<file path="config.mk">
export PLATFORM = sky130hd
export DESIGN_NAME = lt_bus_fabric
export DESIGN_NICKNAME = d
export VERILOG_FILES = /design/src/hw/lt_pkg.sv /design/src/hw/lt_bus_fabric.sv
export SDC_FILE = /design/constraint.sdc
export NUM_CORES = 1
export LEC_CHECK = 0
export BUFFER_PORTS_ARGS = -buffer_cell sky130_fd_sc_hd__buf_2
export CAP_MARGIN = 20
export CORE_MARGIN = 1
export CORE_UTILIZATION = 43
export DETAILED_ROUTE_END_ITERATION = 10
export GPL_ROUTABILITY_DRIVEN = 0
export PLACE_DENSITY = 0.79
export SLEW_MARGIN = 25
export SYNTH_ARGS = -nofsm -noshare
export SYNTH_HDL_FRONTEND = slang
export SYNTH_SLANG_ARGS = --single-unit
</file>
<file path="constraint.sdc">
create_clock -name clk -period 7.6 [get_ports clk]
set_input_delay 0.76 -clock clk [delete_from_list [all_inputs] [get_ports clk]]
set_output_delay 0.76 -clock clk [all_outputs]
set_load 0.05 [all_outputs]
</file>
<file path="src/hw/lt_pkg.sv">
package lt_pkg;

    // ------------------------------------------------------------------
    // bus widths
    // ------------------------------------------------------------------
    localparam int DATA_W    = 32;
    localparam int ADDR_W    = 32;
    localparam int BE_W      = DATA_W / 8;
    // top address bits pick the peripheral slot
    localparam int SLOT_W    = 4;
    localparam int OFFS_W    = ADDR_W - SLOT_W;
    // default ram depth in words
    localparam int RAM_WORDS = 256;
    // timer register offsets fit in the low 5 bits
    localparam int TREG_W    = 5;

    // ------------------------------------------------------------------
    // bus payloads
    // ------------------------------------------------------------------
    // request as the cpu presents it
    typedef struct packed {
        logic              write;
        logic [ADDR_W-1:0] addr;
        logic [DATA_W-1:0] wdata;
        logic [BE_W-1:0]   be;
    } cpu_req_t;

    // request after slot strip, shared by all peripherals
    typedef struct packed {
        logic              write;
        logic [OFFS_W-1:0] offs;
        logic [DATA_W-1:0] wdata;
        logic [BE_W-1:0]   be;
    } per_req_t;

    // ready is a one-cycle pulse
    typedef struct packed {
        logic              ready;
        logic [DATA_W-1:0] rdata;
        logic              err;
    } per_rsp_t;

    // ------------------------------------------------------------------
    // encodings
    // ------------------------------------------------------------------
    typedef enum logic [SLOT_W-1:0] {
        SLOT_RAM   = 4'h0,
        SLOT_TIMER = 4'h1,
        // uart slot kept reserved, nothing mapped there
        SLOT_UART  = 4'h2
    } slot_e;

    typedef enum logic {
        FS_IDLE = 1'b0,
        FS_WAIT = 1'b1
    } fabric_state_e;

    typedef enum logic [TREG_W-1:0] {
        TR_CTRL    = 5'h00,
        TR_PERIOD  = 5'h04,
        TR_COMPARE = 5'h08,
        TR_COUNT   = 5'h0C,
        TR_STATUS  = 5'h10
    } timer_reg_e;

    // byte lanes of new_word replace those of old_word where be is set
    function automatic logic [DATA_W-1:0] be_merge(
        input logic [DATA_W-1:0] old_word,
        input logic [DATA_W-1:0] new_word,
        input logic [BE_W-1:0]   be
    );
        logic [DATA_W-1:0] merged;
        merged = old_word;
        for (int b = 0; b < BE_W; b++) begin
            if (be[b]) begin
                merged[8*b +: 8] = new_word[8*b +: 8];
            end
        end
        return merged;
    endfunction

endpackage

</file>
<file path="src/hw/lt_bus_fabric.sv">
`timescale 1ns/1ps

module lt_bus_fabric (
    input  logic                        clk,
    input  logic                        rst_n,
    // cpu side
    input  logic                        i_enable,
    input  lt_pkg::cpu_req_t            i_req,
    output logic                        o_ready,
    output logic [lt_pkg::DATA_W-1:0]   o_rdata,
    output logic                        o_bus_err,
    // peripheral side
    output lt_pkg::per_req_t            o_per_req,
    output logic                        o_ram_en,
    output logic                        o_tmr_en,
    input  lt_pkg::per_rsp_t            i_ram_rsp,
    input  lt_pkg::per_rsp_t            i_tmr_rsp
);

    lt_pkg::fabric_state_e       state_q;
    lt_pkg::slot_e               req_slot;
    lt_pkg::slot_e               cur_slot;
    logic                        req_start;
    logic                        sel_ram;
    logic                        sel_tmr;
    logic                        mapped;
    logic                        mux_ready;
    logic                        mux_err;
    logic [lt_pkg::DATA_W-1:0]   mux_rdata;

    // ------------------------------------------------------------------
    // request capture
    // ------------------------------------------------------------------
    // new request only while idle and the last ready has been dropped
    assign req_start = (state_q == lt_pkg::FS_IDLE) && i_enable && !o_ready;
    assign req_slot  = lt_pkg::slot_e'(i_req.addr[lt_pkg::ADDR_W-1 -: lt_pkg::SLOT_W]);

    // payload only, valid from the capture edge on
    always_ff @(posedge clk) begin
        if (req_start) begin
            o_per_req.write <= i_req.write;
            o_per_req.offs  <= i_req.addr[lt_pkg::OFFS_W-1:0];
            o_per_req.wdata <= i_req.wdata;
            o_per_req.be    <= i_req.be;
            cur_slot        <= req_slot;
        end
    end

    // ------------------------------------------------------------------
    // slot decode and and-or response mux
    // ------------------------------------------------------------------
    always_comb begin
        sel_ram = 1'b0;
        sel_tmr = 1'b0;
        case (cur_slot)
            lt_pkg::SLOT_RAM:   sel_ram = 1'b1;
            lt_pkg::SLOT_TIMER: sel_tmr = 1'b1;
            // reserved slot, answered here with an error
            lt_pkg::SLOT_UART:  ;
            default:            ;
        endcase
    end

    assign mapped    = sel_ram || sel_tmr;
    assign mux_ready = (sel_ram & i_ram_rsp.ready) | (sel_tmr & i_tmr_rsp.ready);
    assign mux_err   = (sel_ram & i_ram_rsp.err) | (sel_tmr & i_tmr_rsp.err);
    assign mux_rdata = ({lt_pkg::DATA_W{sel_ram}} & i_ram_rsp.rdata)
                     | ({lt_pkg::DATA_W{sel_tmr}} & i_tmr_rsp.rdata);

    // ------------------------------------------------------------------
    // bus state machine
    // ------------------------------------------------------------------
    always_ff @(posedge clk) begin
        if (!rst_n) begin
            state_q   <= lt_pkg::FS_IDLE;
            o_ready   <= 1'b0;
            o_rdata   <= '0;
            o_bus_err <= 1'b0;
            o_ram_en  <= 1'b0;
            o_tmr_en  <= 1'b0;
        end else begin
            case (state_q)
                lt_pkg::FS_IDLE: begin
                    if (req_start) begin
                        // one-hot enable, none for unmapped slots
                        o_ram_en <= (req_slot == lt_pkg::SLOT_RAM);
                        o_tmr_en <= (req_slot == lt_pkg::SLOT_TIMER);
                        state_q  <= lt_pkg::FS_WAIT;
                    end
                end
                lt_pkg::FS_WAIT: begin
                    if (!mapped) begin
                        // nobody home, answer right away
                        o_ready   <= 1'b1;
                        o_bus_err <= 1'b1;
                        o_rdata   <= '0;
                        state_q   <= lt_pkg::FS_IDLE;
                    end else if (mux_ready) begin
                        o_ready   <= 1'b1;
                        o_bus_err <= mux_err;
                        o_rdata   <= mux_rdata;
                        o_ram_en  <= 1'b0;
                        o_tmr_en  <= 1'b0;
                        state_q   <= lt_pkg::FS_IDLE;
                    end
                end
                default: state_q <= lt_pkg::FS_IDLE;
            endcase

            // cpu dropped enable, release the handshake
            if (!i_enable) begin
                o_ready   <= 1'b0;
                o_bus_err <= 1'b0;
                o_ram_en  <= 1'b0;
                o_tmr_en  <= 1'b0;
                state_q   <= lt_pkg::FS_IDLE;
            end
        end
    end

    // ------------------------------------------------------------------
    // checks
    // ------------------------------------------------------------------
    a_one_hot_en: assert property (@(posedge clk) disable iff (!rst_n)
        !(o_ram_en && o_tmr_en));

    // ready held only after the fsm went back to idle
    a_ready_idle: assert property (@(posedge clk) disable iff (!rst_n)
        o_ready |-> (state_q == lt_pkg::FS_IDLE));

    // peripherals answer only what they were asked
    a_ram_rdy_en: assert property (@(posedge clk) disable iff (!rst_n)
        i_ram_rsp.ready |-> o_ram_en);
    a_tmr_rdy_en: assert property (@(posedge clk) disable iff (!rst_n)
        i_tmr_rsp.ready |-> o_tmr_en);

endmodule

</file>
==> out/metrics.csv <==
stage;metric;value;unit
logic_synthesis;ys async rst share;0;%
clock_tree;hold buffer count at cts;0;
logic_synthesis;Synth top area share;50.72;%
sta;Slew @ Worst Pin;905.2;ps
route;drt first-iter violations;118;
clock_tree;worst-skew pair later-pin latency;350;ps
worst_setup_path;Required @ worst endpoint;7800;ps
worst_setup_path;type of the worst setup path;reg2reg;
logic_synthesis;cell area after synthesis;0.004085;mm²
sta;Final Setup Violations;0;
global_routing;global-route wire length before repair;14270;µm
route;overall routed net length;9662;µm
route;ANT nets after route;0;
layout;nets;653;
run_status;status;completed;
clock_tree;Longest Clk Path Bufs;2;
sta;Rel. slew slack;39.44;%
layout;fin util;60.19;%
sta;Fin. Hold Viols;0;
sta;Pins Over Slew Limit;0;
clock_tree;Post-CTS Resized;0;
logic_synthesis;syn avg cell area;14.80;µm²
power;Leak;2.427;nW
worst_setup_path;critical path fanouts, max;35;
global_routing;grt ovf;0;
route;vias per inst;4.765;
logic_synthesis;EDFF count, synth;69;
layout;layout cells sized above 1;62.93;%
clock_tree;H-tree levels;3;
clock_tree;Post-CTS Setup Bufs;0;
layout;final cell count without fillers;647;
floorplan;initial core utilization;44.21;%
floorplan;core area;0.009240;mm²
clock_tree;TritonCTS Sinks;106;
clock_tree;TritonCTS Buffers;9;
floorplan;Die Area;0.009894;mm²
floorplan;Die H;99.47;µm
placed_design;Post-DP HPWL;7218;µm
logic_synthesis;most frequent cells after synthesis;69 x edfxtp_1, 67 x nand2_1, 37 x dfxtp_1, 33 x mux2_2, 30 x o22ai_2;
sta;setup TNS;0;ps
logic_synthesis;main flop type after synthesis;edfxtp_1;
power;pwr dens;209.7;mW/mm²
placed_design;Placed Cells incl. Taps;631;
logic_synthesis;top-count cell post-synth;edfxtp_1;
min_path;Hold Crit Class;reg2reg;
sta;post-layout min period;2134;ps
layout;register area;0.002813;mm²
floorplan;Cell Rows;35;
sta;period utilization;28.08;%
sta;worst hold slack;472.2;ps
sta;Max Clock Skew;12.84;ps
clock_tree;CTS tree;yes;
layout;Multi-input gate area;0.001167;mm²
sta;Fmax achieved;0.4686;GHz
logic_synthesis;synth unique cells;26;
layout;final-layout fill cell count;767;
run;number of max-cap violations;0;
logic_synthesis;sequential share of the synthesized area;68.85;%
logic_synthesis;YS warnings;0;
worst_setup_path;crit end category;flop;
route;Avg WL per Cell;14.93;µm
route;drc violations;0;
power;worst vdd ir;0.0001259;V
worst_setup_path;Arrival @ worst endpoint;2330;ps
clock_tree;clk root buf;clkbuf_8;
global_routing;largest net degree at the start of global routing;68;
worst_setup_path;crit start category;flop;
logic_synthesis;Cells after Synth;276;
route;vias;3083;
logic_synthesis;Yosys top cell by area;edfxtp_1;
sta;RSZ-0062 raised after global routing;no;
clock_tree;CTS clk-pin slew, worst paths;100;ps
global_routing;initial antenna violation count;1;
global_routing;Overall Global Routing Usage;18.76;%
placed_design;Buffers on Ports;240;
logic_synthesis;flops & latches, synth;106;
power;Pwr Total;1.166;mW
floorplan;die width;99.47;µm
layout;n_diodes;0;
route;number of iterations in the first detailed-routing pass;4;
global_routing;vias in the first global route;2920;
logic_synthesis;post-synthesis net count;416;
floorplan;# IOs;241;
logic_synthesis;top post-synthesis cells by area;edfxtp_1 51%, dfxtp_1 18%, o22ai_2 9.2%, mux2_2 9.1%, nand2_1 6.2%;
layout;P&R area growth vs syn;36.14;%
-- per-stage QoR --
stage,setup WS [ps],cell area (µm²)
final,5466,5562
after global routing,5314,5562
after CTS,5428,5562
after detailed placement,5168,5376
after global placement,5232,5376
after floorplan,774.9,4085
-- placed cells by master (no fill, tap or decap), drive strengths merged, types with 2 or more instances in the layout --
master and instances:
inv 6, nand2 67, mux2 34, clkbuf 10
edfxtp 69, a21oi 2, o22ai 33, dfxtp 37
clkinv 3, buf 243
-- cells by family after synthesis --
family | Yosys count | share of synthesized area [%]
flops | 106 | 68.85
compound gates | 39 | 11.00
mux | 35 | 9.709
simple gates | 76 | 7.688
buf+inv | 20 | 2.757
-- critical path, stage by stage (launching register included) --
cell	delay (ps)
edfxtp_1	340
buf_4	370
mux2_4	370
nand2_2	670
o22ai_2	180
-- report_power, final --
part / total (mW) / switching [mW] / leakage [nW] / internal, mW
combinational: 0.193 / 0.133 / 1.37 / 0.0606
sequential: 0.650 / 0.00718 / 0.966 / 0.643
clock: 0.323 / 0.196 / 0.0949 / 0.127
total: 1.17 / 0.336 / 2.43 / 0.830
-- flip-flops by register name (all words and copies together) (netlist names) --
signal,count
cur_slot,4
o_bus_err,1
o_per_req,65
o_ram_en,1
o_rdata,32
o_ready,1
o_tmr_en,1
state_q,1
-- final cells by class --
cell class	instances	share of cell area, %
Clock buffer	10	2.295
Clock inverter	6	1.035
Inverter	3	0.2025
Multi-Input combinational cell	150	20.99
Sequential cell	106	50.57
Tap cell	129	2.902
Timing Repair Buffer	243	22.00
-- path summary, 6_finish.rpt --
kind	start	to	slack [ps]	cells after the start
worst max-delay path	cur_slot[0]	o_rdata[10]	5470	4
worst min-delay path	o_rdata[30]	o_rdata[30]	470	2
worst max register to register	cur_slot[0]	o_rdata[10]	5470	4
worst min register to register	o_rdata[30]	o_rdata[30]	470	2
-- routing by layer --
metal	GRT usage, %	wire length (µm)	vias up
li1	-	-	1483
met1	20.73	3677	1425
met2	33.81	4981	155
met3	6.184	793	18
met4	6.448	196	2
met5	0	13	-
Power figures use the tool's default switching activity.
