### config.mk
export PLATFORM = sky130hd
export DESIGN_NAME = lt_timer
export DESIGN_NICKNAME = d
export VERILOG_FILES = /design/src/hw/lt_pkg.sv /design/src/hw/lt_timer.sv
export SDC_FILE = /design/constraint.sdc
export NUM_CORES = 1
export LEC_CHECK = 0
export BUFFER_PORTS_ARGS = -buffer_cell sky130_fd_sc_hd__buf_2
export CELL_PAD_IN_SITES_DETAIL_PLACEMENT = 0
export CELL_PAD_IN_SITES_GLOBAL_PLACEMENT = 1
export CORE_MARGIN = 2
export CORE_UTILIZATION = 40
export DETAILED_ROUTE_END_ITERATION = 10
export PLACE_DENSITY_LB_ADDON = 0.2
export SYNTH_ARGS = -nofsm -noshare
export SYNTH_HDL_FRONTEND = slang
export SYNTH_SLANG_ARGS = --single-unit
### constraint.sdc
create_clock -name clk -period 6 [get_ports clk]
set_input_delay 0.3 -clock clk [delete_from_list [all_inputs] [get_ports clk]]
set_output_delay 0.3 -clock clk [all_outputs]
set_load 0.005 [all_outputs]
### src/hw/lt_pkg.sv
package lt_pkg;

    // ------------------------------------------------------------------
    // bus widths
    // ------------------------------------------------------------------
    localparam int DATA_W    = 32;
    localparam int ADDR_W    = 32;
    localparam int BE_W      = DATA_W / 8;
    // top address bits pick the peripheral slot
    localparam int SLOT_W    = 4;
    localparam int OFFS_W    = ADDR_W - SLOT_W;
    // default ram depth in words
    localparam int RAM_WORDS = 256;
    // timer register offsets fit in the low 5 bits
    localparam int TREG_W    = 5;

    // ------------------------------------------------------------------
    // bus payloads
    // ------------------------------------------------------------------
    // request as the cpu presents it
    typedef struct packed {
        logic              write;
        logic [ADDR_W-1:0] addr;
        logic [DATA_W-1:0] wdata;
        logic [BE_W-1:0]   be;
    } cpu_req_t;

    // request after slot strip, shared by all peripherals
    typedef struct packed {
        logic              write;
        logic [OFFS_W-1:0] offs;
        logic [DATA_W-1:0] wdata;
        logic [BE_W-1:0]   be;
    } per_req_t;

    // ready is a one-cycle pulse
    typedef struct packed {
        logic              ready;
        logic [DATA_W-1:0] rdata;
        logic              err;
    } per_rsp_t;

    // ------------------------------------------------------------------
    // encodings
    // ------------------------------------------------------------------
    typedef enum logic [SLOT_W-1:0] {
        SLOT_RAM   = 4'h0,
        SLOT_TIMER = 4'h1,
        // uart slot kept reserved, nothing mapped there
        SLOT_UART  = 4'h2
    } slot_e;

    typedef enum logic {
        FS_IDLE = 1'b0,
        FS_WAIT = 1'b1
    } fabric_state_e;

    typedef enum logic [TREG_W-1:0] {
        TR_CTRL    = 5'h00,
        TR_PERIOD  = 5'h04,
        TR_COMPARE = 5'h08,
        TR_COUNT   = 5'h0C,
        TR_STATUS  = 5'h10
    } timer_reg_e;

    // byte lanes of new_word replace those of old_word where be is set
    function automatic logic [DATA_W-1:0] be_merge(
        input logic [DATA_W-1:0] old_word,
        input logic [DATA_W-1:0] new_word,
        input logic [BE_W-1:0]   be
    );
        logic [DATA_W-1:0] merged;
        merged = old_word;
        for (int b = 0; b < BE_W; b++) begin
            if (be[b]) begin
                merged[8*b +: 8] = new_word[8*b +: 8];
            end
        end
        return merged;
    endfunction

endpackage

### src/hw/lt_timer.sv
`timescale 1ns/1ps

module lt_timer (
    input  logic             clk,
    input  logic             rst_n,
    input  logic             i_en,
    input  lt_pkg::per_req_t i_req,
    output lt_pkg::per_rsp_t o_rsp,
    output logic             o_irq,
    output logic             o_pwm
);

    // ctrl bit 0 run, bit 1 irq enable
    logic [1:0]                ctrl_q, ctrl_d;
    logic [lt_pkg::DATA_W-1:0] period_q, period_d;
    logic [lt_pkg::DATA_W-1:0] compare_q, compare_d;
    logic [lt_pkg::DATA_W-1:0] count_q, count_d;
    logic                      pend_q, pend_d;
    logic                      pwm_q;

    lt_pkg::timer_reg_e        reg_sel;
    logic                      acc;
    logic                      hi_zero;
    logic                      bad;
    logic                      wr_ok;
    logic [lt_pkg::DATA_W-1:0] rd_word;
    logic                      rsp_ready;
    logic [lt_pkg::DATA_W-1:0] rsp_rdata;
    logic                      rsp_err;

    // ------------------------------------------------------------------
    // register decode
    // ------------------------------------------------------------------
    assign acc     = i_en && !rsp_ready;
    assign hi_zero = (i_req.offs[lt_pkg::OFFS_W-1:lt_pkg::TREG_W] == '0);
    assign reg_sel = lt_pkg::timer_reg_e'(i_req.offs[lt_pkg::TREG_W-1:0]);

    always_comb begin
        rd_word = '0;
        bad     = 1'b1;
        if (hi_zero) begin
            case (reg_sel)
                lt_pkg::TR_CTRL: begin
                    rd_word = {{(lt_pkg::DATA_W-2){1'b0}}, ctrl_q};
                    bad     = 1'b0;
                end
                lt_pkg::TR_PERIOD: begin
                    rd_word = period_q;
                    bad     = 1'b0;
                end
                lt_pkg::TR_COMPARE: begin
                    rd_word = compare_q;
                    bad     = 1'b0;
                end
                lt_pkg::TR_COUNT: begin
                    // read only
                    rd_word = count_q;
                    bad     = i_req.write;
                end
                lt_pkg::TR_STATUS: begin
                    rd_word = {{(lt_pkg::DATA_W-1){1'b0}}, pend_q};
                    bad     = 1'b0;
                end
                default: ;
            endcase
        end
    end

    assign wr_ok = acc && i_req.write && !bad;

    // ------------------------------------------------------------------
    // next state
    // ------------------------------------------------------------------
    always_comb begin
        ctrl_d    = ctrl_q;
        period_d  = period_q;
        compare_d = compare_q;
        count_d   = count_q;
        pend_d    = pend_q;

        if (wr_ok && reg_sel == lt_pkg::TR_CTRL && i_req.be[0]) begin
            ctrl_d = i_req.wdata[1:0];
        end
        if (wr_ok && reg_sel == lt_pkg::TR_PERIOD) begin
            period_d = lt_pkg::be_merge(period_q, i_req.wdata, i_req.be);
        end
        if (wr_ok && reg_sel == lt_pkg::TR_COMPARE) begin
            compare_d = lt_pkg::be_merge(compare_q, i_req.wdata, i_req.be);
        end
        // write one to clear
        if (wr_ok && reg_sel == lt_pkg::TR_STATUS && i_req.be[0] && i_req.wdata[0]) begin
            pend_d = 1'b0;
        end

        // counter, a wrap in the same cycle beats the clear
        if (ctrl_q[0]) begin
            if (count_q >= period_q) begin
                count_d = '0;
                pend_d  = 1'b1;
            end else begin
                count_d = count_q + 1'b1;
            end
        end
    end

    always_ff @(posedge clk) begin
        if (!rst_n) begin
            ctrl_q    <= '0;
            period_q  <= '0;
            compare_q <= '0;
            count_q   <= '0;
            pend_q    <= 1'b0;
            pwm_q     <= 1'b0;
            rsp_ready <= 1'b0;
        end else begin
            ctrl_q    <= ctrl_d;
            period_q  <= period_d;
            compare_q <= compare_d;
            count_q   <= count_d;
            pend_q    <= pend_d;
            // follows the new state so pwm drops with the run bit
            pwm_q     <= ctrl_d[0] && (count_d < compare_d);
            rsp_ready <= acc;
        end
    end

    // response payload
    always_ff @(posedge clk) begin
        if (acc) begin
            rsp_rdata <= rd_word;
            rsp_err   <= bad;
        end
    end

    assign o_rsp = '{ready: rsp_ready, rdata: rsp_rdata, err: rsp_err};
    assign o_irq = pend_q && ctrl_q[1];
    assign o_pwm = pwm_q;

    a_pwm_stopped: assert property (@(posedge clk) disable iff (!rst_n)
        !ctrl_q[0] |-> !o_pwm);

endmodule

==> results of run 1 <==
[final cells by class]
| type | instances | share of cell area |
|---|---|---|
| flip-flops and latches | 134 | 0.3484 |
| inverters | 41 | 0.01780 |
| clock buffers | 20 | 0.05281 |
| repair buffers | 109 | 0.06482 |
| multi-input cells | 663 | 0.4708 |
| well taps | 229 | 0.03314 |
| clock inverters | 12 | 0.01215 |
[Yosys cell counts (13+ instances only)]
library cell,count,share of area
a21oi_1,55,0.037
o21ai_0,51,0.034
ha_1,64,0.11
xnor2_1,14,0.017
xor2_1,15,0.018
inv_1,41,0.021
nand3_1,15,0.010
dfxtp_1,101,0.27
and3_1,13,0.011
mux2i_1,36,0.049
a22oi_1,31,0.031
edfxtp_1,33,0.13
nand4_1,13,0.011
clkbuf_1,21,0.011
nand2_1,142,0.072
nor2_1,140,0.071
[per-layer routing]
| layer | global-route usage | wire length [um] | up-vias |
|---|---|---|---|
| met1 | 0.2946 | 9994 | 2887 |
| met5 | 0 | 0 | - |
| met3 | 0.03897 | 833 | 16 |
| li1 | - | - | 3216 |
| met4 | 0.05848 | 231 | 0 |
| met2 | 0.3060 | 8269 | 146 |
[power breakdown]
part,switching [W],internal [W],total (W)
Combinational,0.0000557,0.0000286,0.0000843
Clock,0.000405,0.000589,0.000994
Sequential,0.00000222,0.000934,0.000936
Total,0.000463,0.00155,0.00201
[worst max-delay path, stage by stage (launching register included)]
cell and delay, ps:
dfxtp_1 380, ha_1 330, nand4_1 210, nor4_1 340
a32oi_1 170, a31oi_1 250, nor2_1 220, nor2_2 910
nor2_1 120, ha_1 340, a211oi_1 210, o21ai_0 120
o2111ai_1 140, a31oi_1 130, nor4b_2 220, o311a_1 180
[cells by family (layout without fill, tap and decap cells)]
logic type / count (synthesis) / after routing / share of synthesized area
fa+ha+maj: 64 / 64 / 0.1080
buf+inv: 81 / 182 / 0.04673
compound gates: 164 / 164 / 0.1309
mux: 36 / 36 / 0.04858
simple gates: 370 / 370 / 0.2254
flops: 134 / 134 / 0.4062
xor+xnor: 29 / 29 / 0.03425
[stage by stage]
step / instance area, um2 / power (W)
2_1_floorplan: 7417 / 0.0009888
3_3_place_gp: 8085 / 0.001041
3_5_place_dp: 8085 / 0.001041
4_1_cts: 8647 / 0.002034
5_1_grt: 8647 / 0.002082
6_report: 8647 / 0.002014
[sequential cells by signal, summed over array words and instances, names as in the netlist]
name / flops
o_pwm: 1
rsp_ready: 1
compare_q: 32
pend_q: 1
period_q: 32
rsp_err: 1
ctrl_q: 2
count_q: 32
rsp_rdata: 32
[worst max-delay path by stage]
| stage | startpoint | end | slack, ps | cells past startpoint |
|---|---|---|---|---|
| final | count_q[13] | o_pwm | 1660 | 15 |
| after floorplan | i_en | o_pwm | 2000 | 12 |
| after global placement | period_q[29] | o_pwm | 1630 | 15 |
| after global routing | period_q[31] | o_pwm | 1300 | 16 |
| after detailed placement | count_q[13] | o_pwm | 1660 | 15 |
| after CTS | count_q[13] | o_pwm | 1620 | 15 |
==> results.cfg, run 1 <==
[run_status]
status = finished with violations
failed_checks = design-rule violations

[synthesis]
syn-mean-instance-area_um2 = 8.448
syn_nets = 1010
yosysSeqAreaShare = 0.4062
synth_enable_flop_cells = 33
synth_cell_type_count = 54
ys_async_sr_fraction = 0
count_of_synthesis_stage_warnings_from_yosys = 0
syn_inst = 878
synth_top_flop_cell = dfxtp_1
synth-seq-cells = 134
synth.cell_area_mm2 = 0.007417

[final_layout]
sequential_standard_cell_area_mm2 = 0.003013
finalNetCount = 1098
finish.utilization = 0.4781
area_growth_syn_to_layout_pct = 16.58
num-fill-cells = 1821
most_common_library_cell_in_the_layout_ignoring_fill_and_taps = nand2_1
antenna_cells = 0
layout.cells.most_common_list = nand2_1 (142), nor2_1 (140), buf_2 (103), dfxtp_1 (101), ha_1 (64)
drive_above_1_share = 0.1614
multi_input_area_mm2 = 0.004071
final_cell_count_no_fill = 1208

[hold_path]
worst_hold_path.num_cells = 3
whs_endpoint = period_q[22]
hold_path.class = input port to flop
hold_start = i_req[26]

[setup_path]
timing.setup.critical_path_class = flop to flop
maximum_fanout_count_along_the_critical_path = 27
setup.reg_to_reg.worst_slack_ps = 1660
required_time_of_the_critical_path_ps = 6360
timing.critical_path.to_type = flop
regToRegEndpoint = o_pwm
rr_startpoint = count_q[13]
number_of_cells_traversed_by_the_worst_register_to_register_path = 15
setup.worst_path.start_class = flop
crit_arrival_ps = 4700

[flow_run]
drv.max_cap_violation_count = 0

[placed_design]
dp_slack_ps = 1662
finalWeightedCongestion = 0.7936
port_buffers = 103
hpwl_after_dpl_um = 14000
dp.cells = 1176

[global_routing]
grt_antenna_before_repair = 0
first_global_vias = 6086
grt_pass1_wl_um = 31640
grt_overflow = 0
grt_util_all_layers = 0.2025
grt_max_degree = 67

[cts]
cts_resized = 0
max-clock-path-buffers = 2
cts_buffers = 17
worst_skew_pair.late_latency_ps = 430
cts.sinks = 134
root_buffer = clkbuf_16
post-cts-setup-buffers = 0
clk_pin_slew_ps = 60
cts_tree = built
cts_htree_levels = 4
hold_buffers = 0

[power]
vdd_ir_drop_max_uv = 201.2
p_per_area_mw_per_mm2 = 232.9
power_leakage_nw = 3.700

[floorplanning]
fp-row-count = 49
fp.dieW_um = 140.2
fp.dieArea_mm2 = 0.01965
initial_utilization = 0.4101
core_area_mm2 = 0.01809
die_height_um = 140.2
ios = 104

[timing]
fin_crit_sh = 0.7232
setup_viol = 0
max_clock_freq_mhz = 230.4
final.setup_skew_ps = 15.55
final_period_minus_worst_setup_slack_ps = 4339
timing.setup.tns_ps = 0
finalHoldViolCount = 0
postLayoutSetupSlackWorst_ps = 1661
max_slew_margin = 0.2348
finalHoldWorstSlack_ps = 127.9
timing.final.max_slew_violations = 0
worst_tran_pin_value_ps = 1147
unrepaired_setup_endpoints_after_global_routing = no

[route]
via_per_instance_ratio = 5.186
drt_initial_violations = 434
drtPass1Iterations = 8
dr_vias = 6265
antenna_violating_nets_post_route = 0
detail_route.wl_per_cell_um = 16.00
wl_um = 19330
drc = 13
No activity file was read; power rests on OpenSTA's default activity.
==> run 2, diff against run 1 <==
--- a/config.mk
+++ b/config.mk
@@ -5,6 +5,7 @@
 export SDC_FILE = /design/constraint.sdc
 export NUM_CORES = 1
 export LEC_CHECK = 0
+export ABC_AREA = 1
 export BUFFER_PORTS_ARGS = -buffer_cell sky130_fd_sc_hd__buf_2
 export CELL_PAD_IN_SITES_DETAIL_PLACEMENT = 0
 export CELL_PAD_IN_SITES_GLOBAL_PLACEMENT = 1
==> constraint.sdc (replaced) <==
create_clock -name clk -period 4.4 [get_ports clk]
set_input_delay 0.22 -clock clk [delete_from_list [all_inputs] [get_ports clk]]
set_output_delay 0.22 -clock clk [all_outputs]
set_load 0.005 [all_outputs]
==> results.cfg, run 2 <==
[synthesis]
synth_top_flop_cell = dfxtp_1
count_of_synthesis_stage_warnings_from_yosys = 0
synth_enable_flop_cells = 33
yosysMostFrequentCell = nand2_1
syn-mean-instance-area_um2 = 7.724
syn_inst = 1008
yosysSeqAreaShare = 0.3870
synth.cell_area_mm2 = 0.007786
synthTopCellsByCount = nand2_1 (208), inv_1 (123), nor2_1 (111)
synth_cell_type_count = 48
synth-seq-cells = 134
synth_largest_area_cell = dfxtp_1
synth_top_cell_area_share = 0.2597
synthTopCellsByArea = dfxtp_1 (26%), edfxtp_1 (13%), ha_1 (10%)
syn_nets = 1140
ys_async_sr_fraction = 0

[setup_path]
timing.setup.critical_path_class = flop to flop
critical_path.endpoint = o_pwm
timing.critical_path.to_type = flop
number_of_cells_traversed_by_the_worst_register_to_register_path = 17
maximum_fanout_count_along_the_critical_path = 17
crit_arrival_ps = 4020
setup.worst_path.start_class = flop
rr_startpoint = ctrl_q[0]
setup.worst_path.start = ctrl_q[0]
setup.reg_to_reg.worst_slack_ps = 680
required_time_of_the_critical_path_ps = 4700
regToRegEndpoint = o_pwm

[cts]
cts_tree = built
cts_htree_levels = 4
cts_resized = 0
max-clock-path-buffers = 2
root_buffer = clkbuf_16
cts.sinks = 134
hold_buffers = 0
clk_pin_slew_ps = 60
cts_buffers = 17
worst_skew_pair.late_latency_ps = 420
post-cts-setup-buffers = 0

[final_layout]
sequential_standard_cell_area_mm2 = 0.003013
drive_above_1_share = 0.1944
num-fill-cells = 2051
layout.cells.most_common_list = nand2_1 (208), inv_1 (123), nor2_1 (109), buf_2 (103), dfxtp_1 (101)
finalNetCount = 1237
area_growth_syn_to_layout_pct = 17.87
antenna_cells = 0
most_common_library_cell_in_the_layout_ignoring_fill_and_taps = nand2_1
multi_input_area_mm2 = 0.004138
finish.utilization = 0.4762
finish.instance_area_mm2 = 0.009178

[global_routing]
grt_overflow = 0
first_global_vias = 6825
grt_pass1_wl_um = 35300
grt_antenna_before_repair = 0
grt_max_degree = 42
grt_util_all_layers = 0.2228

[timing]
setup_viol = 0
finalHoldViolCount = 0
max_slew_margin = 0.2430
final_period_minus_worst_setup_slack_ps = 3717
unrepaired_setup_endpoints_after_global_routing = no
final.setup_skew_ps = 7.444
max_clock_freq_mhz = 269.1
timing.setup.tns_ps = 0
postLayoutSetupSlackWorst_ps = 683.4
fin_crit_sh = 0.8447
timing.final.max_slew_violations = 0
worst_tran_pin_value_ps = 1134

[route]
via_per_instance_ratio = 4.966
drc = 0
detail_route.wl_per_cell_um = 15.74
drtPass1Iterations = 4
antenna_violating_nets_post_route = 0
wl_um = 21740
dr_vias = 6858
drt_initial_violations = 460

[floorplanning]
die_height_um = 143.5
initial_utilization = 0.4040
core_area_mm2 = 0.01927
fp-row-count = 51
fp.dieW_um = 143.5
ios = 104
fp.dieArea_mm2 = 0.02060

[power]
p_per_area_mw_per_mm2 = 308.6
power_leakage_nw = 3.804
vdd_ir_drop_max_uv = 260.1
report.power.total_w = 0.002832

[placed_design]
finalWeightedCongestion = 0.8247
port_buffers = 103
hpwl_after_dpl_um = 15900
post_placement_cell_area_mm2 = 0.008591
dp_slack_ps = 640.2

[hold_path]
hold_path.class = input port to flop

[run_status]
status = complete, no violations

[flow_run]
drv.max_cap_violation_count = 0
-- run 2: area by class of cell --
| cell class | instances | share of cell area |
|---|---|---|
| Multi-Input combinational cell | 704 | 0.4509 |
| Sequential cell | 134 | 0.3283 |
| Timing Repair Buffer | 116 | 0.06680 |
| Inverter | 132 | 0.05399 |
| Clock buffer | 20 | 0.04976 |
| Tap cell | 265 | 0.03613 |
| Clock inverter | 10 | 0.01418 |
-- run 2: critical path, stage by stage (launching register included) --
cell,delay (ps)
dfxtp_1,740
nand2_1,160
nor3_1,210
nand3_2,140
nor2_2,130
nand3_2,110
nor2_4,150
nand3_2,130
nor3b_2,270
nand3_1,100
nand3_1,110
inv_1,50
ha_1,280
nand2_1,100
nor3_1,340
nand2_1,80
nor4b_1,370
a21oi_2,100
-- run 2: worst min-delay path by stage --
stage	from	endpoint	slack, ps	depth (start not counted)
floorplan	i_req[5]	ctrl_q[1]	350	2
global placement	period_q[15]	period_q[15]	470	2
detailed placement	period_q[23]	period_q[23]	470	2
CTS	i_req[5]	ctrl_q[1]	50	3
global route	i_req[5]	ctrl_q[1]	60	3
finish	i_req[5]	ctrl_q[1]	60	3
-- run 2: per-layer routing --
metal  vias up  routed length, um  GRT usage
li1       3568                  -          -
met1      3162              10200     0.2880
met5         -                  0          0
met2       114              10680     0.3875
met3        14                660    0.03899
met4         0                207    0.05212
-- run 2: power breakdown --
group	internal, W	total [W]	switching, W	leakage, nW
Sequential	0.00127	0.00128	0.00000323	1.14
Combinational	0.0000399	0.000107	0.0000666	2.37
Clock	0.000909	0.00145	0.000540	0.287
Total	0.00222	0.00283	0.000610	3.80
-- run 2: cells by family after synthesis --
family	share of synthesized area
AOI/OAI and AO/OA	0.1220
xor gates and xnor gates	0.01687
adders and majority gates	0.1028
buffers and inverters	0.08469
DFF	0.3870
muxes	0.04194
and+or+nand+nor	0.2447
-- run 2: through the flow --
stage                     hold WS (ps)  std cells
final                            56.61       1381
after global routing             58.36       1381
after CTS                        50.65       1381
after detailed placement         470.9       1351
after global placement           467.8       1351
after floorplan                  347.7       1008
==> run 3, diff against run 2 <==
--- a/config.mk
+++ b/config.mk
@@ -10,7 +10,7 @@
 export CELL_PAD_IN_SITES_DETAIL_PLACEMENT = 0
 export CELL_PAD_IN_SITES_GLOBAL_PLACEMENT = 1
 export CORE_MARGIN = 2
-export CORE_UTILIZATION = 40
+export CORE_UTILIZATION = 39
 export DETAILED_ROUTE_END_ITERATION = 10
 export PLACE_DENSITY_LB_ADDON = 0.2
 export SYNTH_ARGS = -nofsm -noshare
==> constraint.sdc (replaced) <==
create_clock -name clk -period 3.1 [get_ports clk]
set_input_delay 0.155 -clock clk [delete_from_list [all_inputs] [get_ports clk]]
set_output_delay 0.155 -clock clk [all_outputs]
set_load 0.005 [all_outputs]
==> results.cfg, run 3 (synthesis gave the netlist of run 2 again) <==
[run_status]
status = finished with violations
failed_checks = negative setup slack

[setup_path]
crit_arrival_ps = 3610
rr_startpoint = count_q[13]
regToRegEndpoint = o_pwm
setup.worst_path.start_class = flop
timing.setup.critical_path_class = flop to flop
required_time_of_the_critical_path_ps = 3450
setup.worst_path.start = count_q[13]
setup.reg_to_reg.worst_slack_ps = -150
number_of_cells_traversed_by_the_worst_register_to_register_path = 17
timing.critical_path.to_type = flop
maximum_fanout_count_along_the_critical_path = 5
critical_path.endpoint = o_pwm

[placed_design]
hpwl_after_dpl_um = 16710
finalWeightedCongestion = 0.8606
port_buffers = 103
dp_slack_ps = -510.2

[cts]
cts_buffers = 17
worst_skew_pair.late_latency_ps = 430
clk_pin_slew_ps = 60
cts_tree = built
cts_htree_levels = 4
root_buffer = clkbuf_16
cts.sinks = 134
max-clock-path-buffers = 2

[route]
detail_route.wl_per_cell_um = 15.25
drc = 0
via_per_instance_ratio = 4.868
dr_vias = 7428
antenna_violating_nets_post_route = 0
drt_initial_violations = 381
wl_um = 23270
drtPass1Iterations = 5

[timing]
unrepaired_setup_endpoints_after_global_routing = yes
setup_viol = 1
fin_crit_sh = 1.050
worst_tran_pin_value_ps = 965.9
max_clock_freq_mhz = 307.3
timing.setup.tns_ps = -154.6
max_slew_margin = 0.3551
timing.final.max_slew_violations = 0
postLayoutSetupSlackWorst_ps = -154.6
final_period_minus_worst_setup_slack_ps = 3255
finalHoldWorstSlack_ps = 22.29
final.setup_skew_ps = 15.32
finalHoldViolCount = 0

[final_layout]
most_common_library_cell_in_the_layout_ignoring_fill_and_taps = nand2_1
drive_above_1_share = 0.3006
antenna_cells = 0
finalNetCount = 1380
layout.cells.most_common_list = nand2_1 (203), buf_4 (151), inv_1 (123), nor2_1 (104), buf_2 (103)
area_growth_syn_to_layout_pct = 33.41

[global_routing]
grt_overflow = 0
first_global_vias = 7362
grt_max_degree = 40
grt_antenna_before_repair = 0
grt_util_all_layers = 0.2257
grt_pass1_wl_um = 37590

[floorplanning]
die_height_um = 145.3
fp.dieW_um = 145.3
fp-row-count = 51
ios = 104
core_area_mm2 = 0.01953
fp.dieArea_mm2 = 0.02111
initial_utilization = 0.3988

[power]
power_leakage_nw = 4.526
vdd_ir_drop_max_uv = 355.0
p_per_area_mw_per_mm2 = 382.4

[hold_path]
hold_path.class = input port to flop

[flow_run]
drv.max_cap_violation_count = 0
## run 3: cell types whose count changed in the layout (fill, tap and decap cells not counted), moves of 3 or more
cell	before	now
buf_12	0	3
buf_4	13	151
clkbuf_1	1	5
clkinv_2	5	2
dfxtp_1	101	97
dfxtp_2	0	3
nand2_1	208	203
nand2_2	5	10
nor2_1	109	104
nor2_2	6	11
## run 3: repair_timing
| item | 4_1_cts | 5_1_grt |
|---|---|---|
| buffers inserted | 14 | 1 |
| resized for setup | 19 | 9 |
| hold buffers | 1 | 0 |
| endpoints found under the setup margin | 1 | 1 |
| endpoints found under the hold margin | 1 | 0 |
| pin swaps | 8 | 10 |
## run 3: metal layers
| layer | wire length, um | global-route usage |
|---|---|---|
| met1 | 10720 | 0.2852 |
| met5 | 0 | 0 |
| met2 | 11540 | 0.3976 |
| met4 | 332 | 0.05441 |
| met3 | 685 | 0.04182 |
## run 3: critical path: stages (launching register included)
cell      delay [ps]
dfxtp_1          330
buf_4            140
nand2_1           80
nor2_2           180
nand4_1          190
nor4_4           250
nand4_1          200
xor2_1           180
or2_1            210
a21oi_1          210
ha_1             270
nand4_1          170
buf_4            140
buf_4             90
inv_1             30
a221oi_1         270
nand2_1          100
a21oi_2          110
## run 3: how the worst min path moves through the flow
stage,from,cells after the start,slack (ps),endpoint
2_1_floorplan,i_req[5],2,280,ctrl_q[1]
3_3_place_gp,i_req[5],3,430,ctrl_q[1]
3_5_place_dp,i_req[5],3,440,ctrl_q[1]
4_1_cts,i_req[14],3,10,period_q[10]
5_1_grt,i_req[28],3,30,period_q[24]
6_report,i_req[17],3,20,period_q[13]
## run 3: stage by stage
stage / total power (W) / std cells / area, um2 / util
global placement: 0.002016 / 1478 / 9582 / 0.4907
global route: 0.004106 / 1526 / 10390 / 0.5320
finish: 0.003973 / 1526 / 10390 / 0.5320
floorplan: 0.001908 / 1008 / 7799 / -
detailed placement: 0.002016 / 1478 / 9582 / 0.4907
CTS: 0.004017 / 1525 / 10340 / 0.5296
## run 3: cell type report
class | instances | area, um2
inverter | 132 | 495.5
fill | 1979 | 9139
sequential | 134 | 3020
multi-input combinational | 704 | 4239
timing repair buffer | 259 | 1730
clock buffer | 24 | 471.7
tap | 265 | 331.6
clock inverter | 8 | 98.84
## run 3: power by group
group	switching (W)	internal [W]	leakage, nW	total [W]
Clock	0.000772	0.00122	0.276	0.00200
Combinational	0.0000985	0.0000666	3.11	0.000165
Sequential	0.00000435	0.00181	1.14	0.00181
Total	0.000874	0.00310	4.53	0.00397
